[src/logic/grn_pkg.sv]
package grn_pkg;

  localparam int n_genes = 12;
  localparam int count_width = 16;

  typedef logic [n_genes-1:0] net_state_t;
  typedef logic [count_width-1:0] step_count_t;

  typedef enum logic [2:0] {
    st_idle,
    st_fetch,
    st_load,
    st_seek,
    st_measure,
    st_emit,
    st_done
  } fsm_state_e;

  // one synchronous update of every gene.
  function automatic net_state_t next_state(input net_state_t cur);
    net_state_t nxt;
    for (int i = 0; i < n_genes; i++) begin
      nxt[i] = cur[(i + 1) % n_genes] ^
               (cur[(i + 3) % n_genes] & ~cur[(i + 7) % n_genes]);
    end
    return nxt;
  endfunction

endpackage
[src/logic/grn_job_pkg.sv]
package grn_job_pkg;

  localparam int job_depth = 4;
  localparam int result_depth = 8;

  // inclusive range of initial states.
  typedef struct packed {
    grn_pkg::net_state_t first_state;
    grn_pkg::net_state_t last_state;
  } job_t;

  typedef struct packed {
    grn_pkg::net_state_t init_state;
    grn_pkg::net_state_t attractor_state;
    grn_pkg::step_count_t transient; // floyd meeting index.
    grn_pkg::step_count_t period;
  } result_t;

endpackage

[src/logic/attractor_top.sv]
module attractor_top (
  input  logic                 clk,
  input  logic                 rst,
  input  logic                 job_we,
  input  grn_job_pkg::job_t    job,
  output logic                 job_full,
  input  logic                 jobs_end,
  input  logic                 res_re,
  output grn_job_pkg::result_t result,
  output logic                 res_empty,
  output logic                 done
);

  grn_job_pkg::job_t    job_head;
  logic                 job_empty;
  logic                 job_re;
  logic                 sim_load;
  grn_pkg::net_state_t  sim_init;
  logic                 tort_en;
  logic                 hare_en;
  grn_pkg::net_state_t  tort_state;
  grn_pkg::net_state_t  hare_state;
  logic                 cnt_clear;
  logic                 cnt_en;
  grn_pkg::step_count_t cnt_value;
  logic                 res_full;
  logic                 res_we;
  grn_job_pkg::result_t res_data;

  job_fifo #(
    .WIDTH($bits(grn_job_pkg::job_t)),
    .DEPTH(grn_job_pkg::job_depth)
  ) jobs_i (
    .clk   (clk),
    .rst   (rst),
    .we    (job_we),
    .wdata (job),
    .full  (job_full),
    .re    (job_re),
    .rdata (job_head),
    .empty (job_empty)
  );

  job_fifo #(
    .WIDTH($bits(grn_job_pkg::result_t)),
    .DEPTH(grn_job_pkg::result_depth)
  ) results_i (
    .clk   (clk),
    .rst   (rst),
    .we    (res_we),
    .wdata (res_data),
    .full  (res_full),
    .re    (res_re),
    .rdata (result),
    .empty (res_empty)
  );

  net_sim #(.STEPS(1)) tortoise_i (
    .clk   (clk),
    .rst   (rst),
    .load  (sim_load),
    .init  (sim_init),
    .en    (tort_en),
    .state (tort_state)
  );

  net_sim #(.STEPS(2)) hare_i (
    .clk   (clk),
    .rst   (rst),
    .load  (sim_load),
    .init  (sim_init),
    .en    (hare_en),
    .state (hare_state)
  );

  step_counter step_counter_i (
    .clk   (clk),
    .rst   (rst),
    .clear (cnt_clear),
    .en    (cnt_en),
    .value (cnt_value)
  );

  attractor_fsm attractor_fsm_i (
    .clk        (clk),
    .rst        (rst),
    .jobs_end   (jobs_end),
    .job_empty  (job_empty),
    .job_head   (job_head),
    .job_re     (job_re),
    .sim_load   (sim_load),
    .sim_init   (sim_init),
    .tort_en    (tort_en),
    .hare_en    (hare_en),
    .tort_state (tort_state),
    .hare_state (hare_state),
    .cnt_clear  (cnt_clear),
    .cnt_en     (cnt_en),
    .cnt_value  (cnt_value),
    .res_full   (res_full),
    .res_empty  (res_empty),
    .res_we     (res_we),
    .res_data   (res_data),
    .done       (done)
  );

endmodule

[src/logic/job_fifo.sv]
module job_fifo #(
  parameter int WIDTH = 8,
  parameter int DEPTH = 4
) (
  input  logic             clk,
  input  logic             rst,
  input  logic             we,
  input  logic [WIDTH-1:0] wdata,
  output logic             full,
  input  logic             re,
  output logic [WIDTH-1:0] rdata,
  output logic             empty
);

  localparam int aw = (DEPTH > 1) ? $clog2(DEPTH) : 1;
  localparam int cw = $clog2(DEPTH + 1);

  logic [WIDTH-1:0] mem [DEPTH];
  logic [aw-1:0]    wr_ptr;
  logic [aw-1:0]    rd_ptr;
  logic [cw-1:0]    count;
  logic             do_wr;
  logic             do_rd;

  assign full  = (count == cw'(DEPTH));
  assign empty = (count == '0);
  assign do_wr = we && !full;
  assign do_rd = re && !empty;
  assign rdata = mem[rd_ptr]; // head shown without a read cycle.

  always_ff @(posedge clk) begin
    if (do_wr) begin
      mem[wr_ptr] <= wdata;
    end
  end

  always_ff @(posedge clk) begin
    if (rst) begin
      wr_ptr <= '0;
      rd_ptr <= '0;
      count  <= '0;
    end else begin
      if (do_wr) begin
        wr_ptr <= (wr_ptr == aw'(DEPTH - 1)) ? '0 : wr_ptr + 1'b1;
      end
      if (do_rd) begin
        rd_ptr <= (rd_ptr == aw'(DEPTH - 1)) ? '0 : rd_ptr + 1'b1;
      end
      count <= count + cw'(do_wr) - cw'(do_rd);
    end
  end

  a_write_full: assert property (@(posedge clk) disable iff (rst) we |-> !full)
    else $error("job_fifo: write while full, entry dropped");

  a_read_empty: assert property (@(posedge clk) disable iff (rst) re |-> !empty)
    else $error("job_fifo: read while empty");

endmodule

[src/logic/attractor_fsm.sv]
module attractor_fsm (
  input  logic                   clk,
  input  logic                   rst,
  input  logic                   jobs_end,
  input  logic                   job_empty,
  input  grn_job_pkg::job_t      job_head,
  output logic                   job_re,
  output logic                   sim_load,
  output grn_pkg::net_state_t    sim_init,
  output logic                   tort_en,
  output logic                   hare_en,
  input  grn_pkg::net_state_t    tort_state,
  input  grn_pkg::net_state_t    hare_state,
  output logic                   cnt_clear,
  output logic                   cnt_en,
  input  grn_pkg::step_count_t   cnt_value,
  input  logic                   res_full,
  input  logic                   res_empty,
  output logic                   res_we,
  output grn_job_pkg::result_t   res_data,
  output logic                   done
);

  grn_pkg::fsm_state_e  state;
  grn_pkg::fsm_state_e  state_next;
  grn_pkg::net_state_t  cur_state;
  grn_pkg::net_state_t  last_state;
  grn_pkg::net_state_t  attr_state;
  grn_pkg::step_count_t transient;
  grn_pkg::step_count_t period;
  logic                 meet;
  logic                 returned;

  assign meet     = (tort_state == hare_state) && (cnt_value != '0);
  assign returned = (tort_state == attr_state) && (cnt_value != '0);
  assign sim_init = cur_state;

  assign res_data.init_state      = cur_state;
  assign res_data.attractor_state = attr_state;
  assign res_data.transient       = transient;
  assign res_data.period          = period;

  always_comb begin
    state_next = state;
    job_re     = 1'b0;
    sim_load   = 1'b0;
    tort_en    = 1'b0;
    hare_en    = 1'b0;
    cnt_clear  = 1'b0;
    cnt_en     = 1'b0;
    res_we     = 1'b0;
    case (state)
      grn_pkg::st_idle, grn_pkg::st_done: begin
        if (!job_empty) begin
          state_next = grn_pkg::st_fetch;
        end else if (jobs_end) begin
          state_next = grn_pkg::st_done;
        end
      end
      grn_pkg::st_fetch: begin
        job_re     = 1'b1;
        state_next = grn_pkg::st_load;
      end
      grn_pkg::st_load: begin
        sim_load   = 1'b1;
        cnt_clear  = 1'b1;
        state_next = grn_pkg::st_seek;
      end
      grn_pkg::st_seek: begin
        if (meet) begin
          cnt_clear  = 1'b1; // restart count for the period.
          state_next = grn_pkg::st_measure;
        end else begin
          tort_en = 1'b1;
          hare_en = 1'b1;
          cnt_en  = 1'b1;
        end
      end
      grn_pkg::st_measure: begin
        if (returned) begin
          state_next = grn_pkg::st_emit;
        end else begin
          tort_en = 1'b1;
          cnt_en  = 1'b1;
        end
      end
      grn_pkg::st_emit: begin
        if (!res_full) begin
          res_we = 1'b1;
          if (cur_state < last_state) begin
            state_next = grn_pkg::st_load;
          end else if (!job_empty) begin
            state_next = grn_pkg::st_fetch;
          end else if (jobs_end) begin
            state_next = grn_pkg::st_done;
          end else begin
            state_next = grn_pkg::st_idle;
          end
        end
      end
      default: state_next = grn_pkg::st_idle;
    endcase
  end

  always_ff @(posedge clk) begin
    if (rst) begin
      state <= grn_pkg::st_idle;
      done  <= 1'b0;
    end else begin
      state <= state_next;
      if (state == grn_pkg::st_done && jobs_end && job_empty && res_empty) begin
        done <= 1'b1; // sticky until reset.
      end
    end
  end

  always_ff @(posedge clk) begin
    case (state)
      grn_pkg::st_fetch: begin
        cur_state  <= job_head.first_state;
        last_state <= job_head.last_state;
      end
      grn_pkg::st_seek: begin
        if (meet) begin
          attr_state <= tort_state;
          transient  <= cnt_value;
        end
      end
      grn_pkg::st_measure: begin
        if (returned) begin
          period <= cnt_value;
        end
      end
      grn_pkg::st_emit: begin
        if (!res_full && cur_state < last_state) begin
          cur_state <= cur_state + 1'b1;
        end
      end
      default: ;
    endcase
  end

  // a job range must not be reversed.
  a_job_order: assert property (@(posedge clk) disable iff (rst)
    job_re |-> (job_head.first_state <= job_head.last_state))
    else $error("attractor_fsm: job with first_state above last_state");

endmodule

[src/logic/step_counter.sv]
module step_counter (
  input  logic                 clk,
  input  logic                 rst,
  input  logic                 clear,
  input  logic                 en,
  output grn_pkg::step_count_t value
);

  always_ff @(posedge clk) begin
    if (rst) begin
      value <= '0;
    end else if (clear) begin
      value <= '0; // clear wins over en.
    end else if (en) begin
      value <= value + 1'b1;
    end
  end

  // an increment must never land back on zero.
  a_no_wrap: assert property (@(posedge clk) disable iff (rst)
    (en && !clear) |=> (value != '0))
    else $error("step_counter: count wrapped, cycle longer than count width");

endmodule

[src/logic/net_sim.sv]
module net_sim #(
  parameter int STEPS = 1
) (
  input  logic                clk,
  input  logic                rst,
  input  logic                load,
  input  grn_pkg::net_state_t init,
  input  logic                en,
  output grn_pkg::net_state_t state
);

  grn_pkg::net_state_t stepped;

  // chain of STEPS updates in one cycle.
  always_comb begin
    stepped = state;
    for (int i = 0; i < STEPS; i++) begin
      stepped = grn_pkg::next_state(stepped);
    end
  end

  always_ff @(posedge clk) begin
    if (rst) begin
      state <= '0;
    end else if (load) begin
      state <= init;
    end else if (en) begin
      state <= stepped;
    end
  end

  // the controller never loads and steps in the same cycle.
  a_load_en_excl: assert property (@(posedge clk) disable iff (rst) !(load && en))
    else $error("net_sim: load and en high together");

endmodule

[config.mk]
export PLATFORM = sky130hd
export DESIGN_NAME = attractor_top
export DESIGN_NICKNAME = d
export VERILOG_FILES = /design/src/logic/grn_pkg.sv /design/src/logic/grn_job_pkg.sv /design/src/logic/attractor_top.sv /design/src/logic/job_fifo.sv /design/src/logic/attractor_fsm.sv /design/src/logic/step_counter.sv /design/src/logic/net_sim.sv
export SDC_FILE = /design/constraint.sdc
export NUM_CORES = 1
export LEC_CHECK = 0
export ABC_AREA = 1
export BUFFER_PORTS_ARGS = -buffer_cell sky130_fd_sc_hd__buf_4
export CORE_ASPECT_RATIO = 0.75
export CORE_MARGIN = 3
export CORE_UTILIZATION = 30
export CTS_CLUSTER_DIAMETER = 40
export DETAILED_ROUTE_END_ITERATION = 16
export GPL_TIMING_DRIVEN = 0
export PLACE_DENSITY = 0.43
export SETUP_SLACK_MARGIN = 0.5
export SLEW_MARGIN = 20
export SYNTH_ARGS = -nofsm -noshare
export SYNTH_HDL_FRONTEND = slang
export SYNTH_SLANG_ARGS = --single-unit
[constraint.sdc]
create_clock -name clk -period 5 [get_ports clk]
set_input_delay 1 -clock clk [delete_from_list [all_inputs] [get_ports clk]]
set_output_delay 1 -clock clk [all_outputs]
set_load 0.02 [all_outputs]
Word-level counts from Yosys, hierarchy flattened --
Memory sizes are Yosys's and may differ from the RTL's. A register that Yosys moved wholly into a read port is not among the register bits. Cells that the tools add are included.
Word-level totals: register bits after elaboration 129, memory bits (writable) 544, input bits 29, logic and storage cells 220, memories kept 2
Operators by class: add/sub/neg operators 10, $lt $le $gt $ge 1, equality and inequality tests 19, mux-type cells 37, bitwise gates (word level) 108, reduce and logical (&&, ||, !) cells 27
Memory list:
- results_i.mem | words 8, bits a word 56, rd ports 1, clocked after memory_dff 1, write ports 1, RTL line job_fifo.sv:18 | logic [WIDTH-1:0] mem [DEPTH];
- jobs_i.mem | words 4, bits a word 24, rd ports 1, clocked after memory_dff 1, write ports 1, RTL line job_fifo.sv:18
Operator list (number):
- two-way mux 12 bit | 5
- AND 1 bit | 36
- two-way mux 3 bit | 12
- inverter 1 bit | 36
- XOR 1 bit | 36
- == test 12 bit | 2
- case mux 12 bit (2 select lines) | 1
- == test 3 bit (second input constant) | 6
- case mux 3 bit (6 select lines) | 1
- adder 16 x 1 -> 16 bit (second input constant) | 1
- nonzero test 16 bit | 1
- adder 12 x 1 -> 12 bit (second input constant) | 1
- less-than comparator 12 bit | 1
- two-way mux 1 bit | 12
- logical AND 1 bit | 10
- two-way mux 2 bit | 4
- adder 3 x 1 -> 3 bit (second input constant) | 2
- == test 3 x 2 -> 1 bit (second input constant) | 2
- logical NOT 3 bit | 2
- != test 2 x 1 -> 1 bit (second input constant) | 3
- AND reduction 2 bit | 3
- nonzero test 2 bit | 3
- adder 2 x 1 -> 2 bit (second input constant) | 2
- adder 4 x 1 -> 4 bit | 1
- other kinds (13) | 19

Depth between registers and ports, before layout --
depth after elaboration 8, mapped depth 16, gate-level depth less buffers 15

By module --
From an unflattened synthesis, not the netlist that was laid out.
Unflattened totals: cells, all modules 3134, area, all modules 30645.6 um^2
By module, submodules not included:
- job_fifo at results_i | times used 1, cells an instance 2037, area an instance 20245.7 um^2, seq. area each 13713.2 um^2
- job_fifo at jobs_i | times used 1, cells an instance 299, area an instance 4226.6 um^2, seq. area each 3062.9 um^2
- attractor_fsm | times used 1, cells an instance 392, area an instance 3621.0 um^2, seq. area each 2122.0 um^2
- net_sim at hare_i | times used 1, cells an instance 163, area an instance 944.7 um^2, seq. area each 240.2 um^2
- step_counter | times used 1, cells an instance 116, area an instance 844.6 um^2, seq. area each 320.3 um^2
- net_sim at tortoise_i | times used 1, cells an instance 127, area an instance 763.2 um^2, seq. area each 240.2 um^2

Least setup slack after synthesis --
Ideal clock, no wire load.
path type reg2reg, from register attractor_fsm_i.state[2], to memory results_i.mem[1][0] (netlist bit) (enable), arrival time 3.586 ns, data required time 4.530 ns, slack 0.944 ns, cell stages (with the launch flop) 9, cell sequence dfxtp_1 -> inv_2 -> nor3_2 -> inv_2 -> nor2_2 -> inv_1 -> nor2_1 -> inv_1 -> nor2_1
On the way: cells in the longest elaborated chain, start to end 5
RTL lines:
- from (decl) | RTL line attractor_fsm.sv:24 | grn_pkg::fsm_state_e state;
- from (signal assigned) | RTL line attractor_fsm.sv:107 | state <= grn_pkg::st_idle;
- from (signal assigned) | RTL line attractor_fsm.sv:110 | state <= state_next;
- == test 3 bit | RTL line attractor_fsm.sv:52 | case (state)
- two-way mux 1 bit | RTL line attractor_fsm.sv:52
- logical AND 1 bit | RTL line job_fifo.sv:27 | assign do_wr = we && !full;
- net results_i.do_wr | RTL line job_fifo.sv:22 | logic do_wr;
- two-way mux 1 bit | RTL line job_fifo.sv:32 | if (do_wr) begin
- two-way mux 1 bit (not written as such) | RTL line job_fifo.sv:33 | mem[wr_ptr] <= wdata;
- to (decl) | RTL line job_fifo.sv:18
The timed path passes the listed nets, and every way through them passes these cells.

==> results.cfg <==
[status]
status = finished, final reports clean

[global_route]
grt_overflow = 0
track_usage_pct = 16.67
grt_pass1_wl_mm = 121.2
antenna_found_initial = 2
grt_max_degree = 22
grt_pass1_vias = 18890

[floorplan]
fp.dieW_um = 357.7
die_h_um = 269.7
dieArea_um2 = 96470
fp-row-count = 96
initial_utilization_pct = 30.36
core_area_um2 = 91650
io_pins = 88

[sta]
drv_slew = 0
clock-skew-final_ns = 0.03543
finalHoldViolCount = 0
relSlewSlack_pct = 28.13
finalSetupViolCount = 0
timing.fmax_mhz = 232.0
rsz0062_at_grt = no
min_period_ns = 4.310
worstMarginPinSlew_ns = 1.071
period_share_pct = 86.19
tns_ns = 0

[drt]
drc = 0
first_pass_iters = 5
wl_per_cell_um = 20.50
dr_total_vias = 18970
viasPerCell = 4.808
antenna_left = 0
wl_mm = 80.86
drt_iter0_drc = 1498

[critical_path]
cp_num_buf_inv = 6
start_kind = flop
cpMaxStageDelayCell = a31oi_2
arrival_ns = 3.31
reg2reg_to = results_i.mem[3][16]
slowest_delay_ns = 0.43
critPathTopFamily = buffers and inverters
path_class = flop to output pin
worstPathMaxFanout = 10
crit_top_cell = buf_4
end_kind = output pin
cp_data_required_time_ns = 4.00
rrSetupSlack_ns = 2.10
worstReg2RegStart = attractor_fsm_i.state[2]
reg2regPathDepth = 10
crit_chain = buf_2, inv_4, buf_4, buf_4, buf_2, nor2_1, o22ai_1, nor2_1, a31oi_2, buf_4

[cts]
clkTransAtPathRegs_ns = 0.05
htreeDepth = 3
cts_tree = yes
cts.sinks = 678
cts_hold_buf = 0
post_cts_buffers = 0
root_buffer = clkbuf_16
numCtsBuffers = 103
clock_latency_ns = 0.67
clockBufferDepth = 3

[min_path]
whs_path_depth = 0
min_to = attractor_fsm_i.attr_state[1]
worstHoldPathType = flop to flop
worstHoldStart = tortoise_i.state[1]

[finish]
layout-drive-gt1-share_pct = 13.24
area_growth_pct = 23.61
fin_nets = 2695
fillers = 8793
antenna_cells = 0
utilization_pct = 37.53

[logic_synthesis]
synth_top_flop_cell = edfxtp_1
syn_nets = 2472
yosysUniqueCellTypes = 42
yosysWarnings = 0
synth_area_um2 = 27820
synth_top_area_cell = edfxtp_1
yosys.area.top_type_share_pct = 66.05
yosysSeqAreaShare_pct = 70.80
synth_area_leaders = edfxtp_1, nor2_1, o21ai_0
synth-seq-cells = 678
synth_cells = 2409
avgSynthCellArea_um2 = 11.55
synth-edff-count = 612
synthArstFlopShare_pct = 0

[place]
portBuffers = 86
gp_congestion = 0.8627
dp_hpwl_mm = 54.91

[pwr]
p_per_area_nw_per_um2 = 528.9
ir_worst_vdd_mv = 0.3030
p_leak_nw = 12.66

[job]
maxCapViolCount = 0
## power by group
| group | internal [W] | total [W] | switching, W |
|---|---|---|---|
| Combinational | 0.00136 | 0.00430 | 0.00294 |
| Clock | 0.00456 | 0.00721 | 0.00265 |
| Sequential | 0.00645 | 0.00668 | 0.000228 |
| Total | 0.0124 | 0.0182 | 0.00582 |
## through the flow
stage | setup slack, ns | std cells | area, um^2 | hold slack, ns | total power [W]
floorplan | 0.9438 | 2409 | 27820 | 0.4074 | 0.009238
global placement | -2.279 | 3720 | 30000 | 0.4191 | 0.01101
detailed placement | 0.7089 | 3752 | 30800 | 0.4179 | 0.01111
CTS | 0.5557 | 3945 | 34380 | 0.4303 | 0.01839
global route | 0.5041 | 3945 | 34390 | 0.4432 | 0.01909
finish | 0.6905 | 3945 | 34390 | 0.4309 | 0.01819
## flip-flops by register name, summed over array words and instances (netlist names), 16 cells and up, named ones only
| register | cells |
|---|---|
| results_i.mem | 448 |
| jobs_i.mem | 96 |
| attractor_fsm_i.period | 16 |
| attractor_fsm_i.transient | 16 |
| step_counter_i.value | 16 |
## metal layers
layer | vias up | share of wire, % | track usage, % | routed length, um
li1 | 8964 | - | - | -
met1 | 9402 | 49 | 24.68 | 39390
met2 | 488 | 44 | 25.14 | 35610
met3 | 113 | 5.3 | 3.172 | 4326
met4 | 0 | 1.9 | 3.987 | 1534
met5 | - | 0 | 0 | 0
## Yosys cell counts, types with 3 or more instances
library cell and instances:
o22ai_1 75, nand4_1 3, buf_2 12, nor2_1 533
inv_2 15, buf_6 5, nor3_1 10, o21ai_0 317
nor4_1 3, a31oi_1 58, inv_1 144, nand3_1 63
xor2_1 43, ha_1 32, clkbuf_1 98, dfxtp_1 66
nand2_1 236, edfxtp_1 612, a21oi_1 49
## area by class of cell
class	count	area (um^2)	share of cell area (%)
tap	1225	1533	4.457
timing repair buffer	118	1343	3.904
clock buffer	116	2648	7.698
buffer	119	521.8	1.517
clock inverter	77	870.8	2.532
multi-input combinational	1453	7178	20.87
sequential	678	19700	57.28
inverter	159	599.3	1.743
## cell usage in the layout (no fill, tap or decap), types with 6 or more instances in the layout
master      netlist  layout
clkinv_2          0      13
o21ai_0         317     316
clkinvlp_4        0       9
clkbuf_2          2      11
ha_1             32      32
edfxtp_1        612     612
nor2_1          533     519
buf_6             5       6
dfxtp_1          66      66
xor2_1           43      43
nand3_1          63      63
clkbuf_16         0     104
a21oi_1          49      49
buf_16            0      12
clkinv_1          0      16
nor3_1           10       9
buf_2            12      10
buf_4             1      91
o22ai_1          75      75
a31oi_1          58      54
clkinv_4          0      15
inv_1           144     144
clkbuf_1         98     101
buf_12            0      17
nand2_1         236     236
nor2_4            0      13
inv_2            15      14
bufinv_16         0      14
inv_6             0       6
## timing repair
action	in CTS	in global routing
endpoints found under the hold margin	0	0
endpoints found under the setup margin	40	3
gates resized for setup	14	9
pin swaps	0	0
## cells by family (layout without fill, tap and decap cells)
| logic type | Yosys count | in the layout | share of synthesized area [%] |
|---|---|---|---|
| buffers and inverters | 278 | 589 | 3.962 |
| adders and majority gates | 34 | 34 | 1.583 |
| AOI/OAI and AO/OA | 513 | 513 | 10.02 |
| DFF | 678 | 678 | 70.80 |
| xor gates and xnor gates | 44 | 44 | 1.385 |
| and+or+nand+nor | 862 | 862 | 12.25 |
## worst max-delay path by stage
stage / start / endpoint / slack (ns) / cells after the start
2_1_floorplan: attractor_fsm_i.state[2] / results_i.mem[1][0] / 0.94 / 8
3_3_place_gp: attractor_fsm_i.state[2] / results_i.mem[1][16] / -2.28 / 8
3_5_place_dp: flop / result[43] / 0.71 / 10
4_1_cts: flop / result[42] / 0.56 / 8
5_1_grt: flop / result[39] / 0.50 / 10
6_report: flop / result[41] / 0.69 / 10
(Power assumes the default switching activity.)
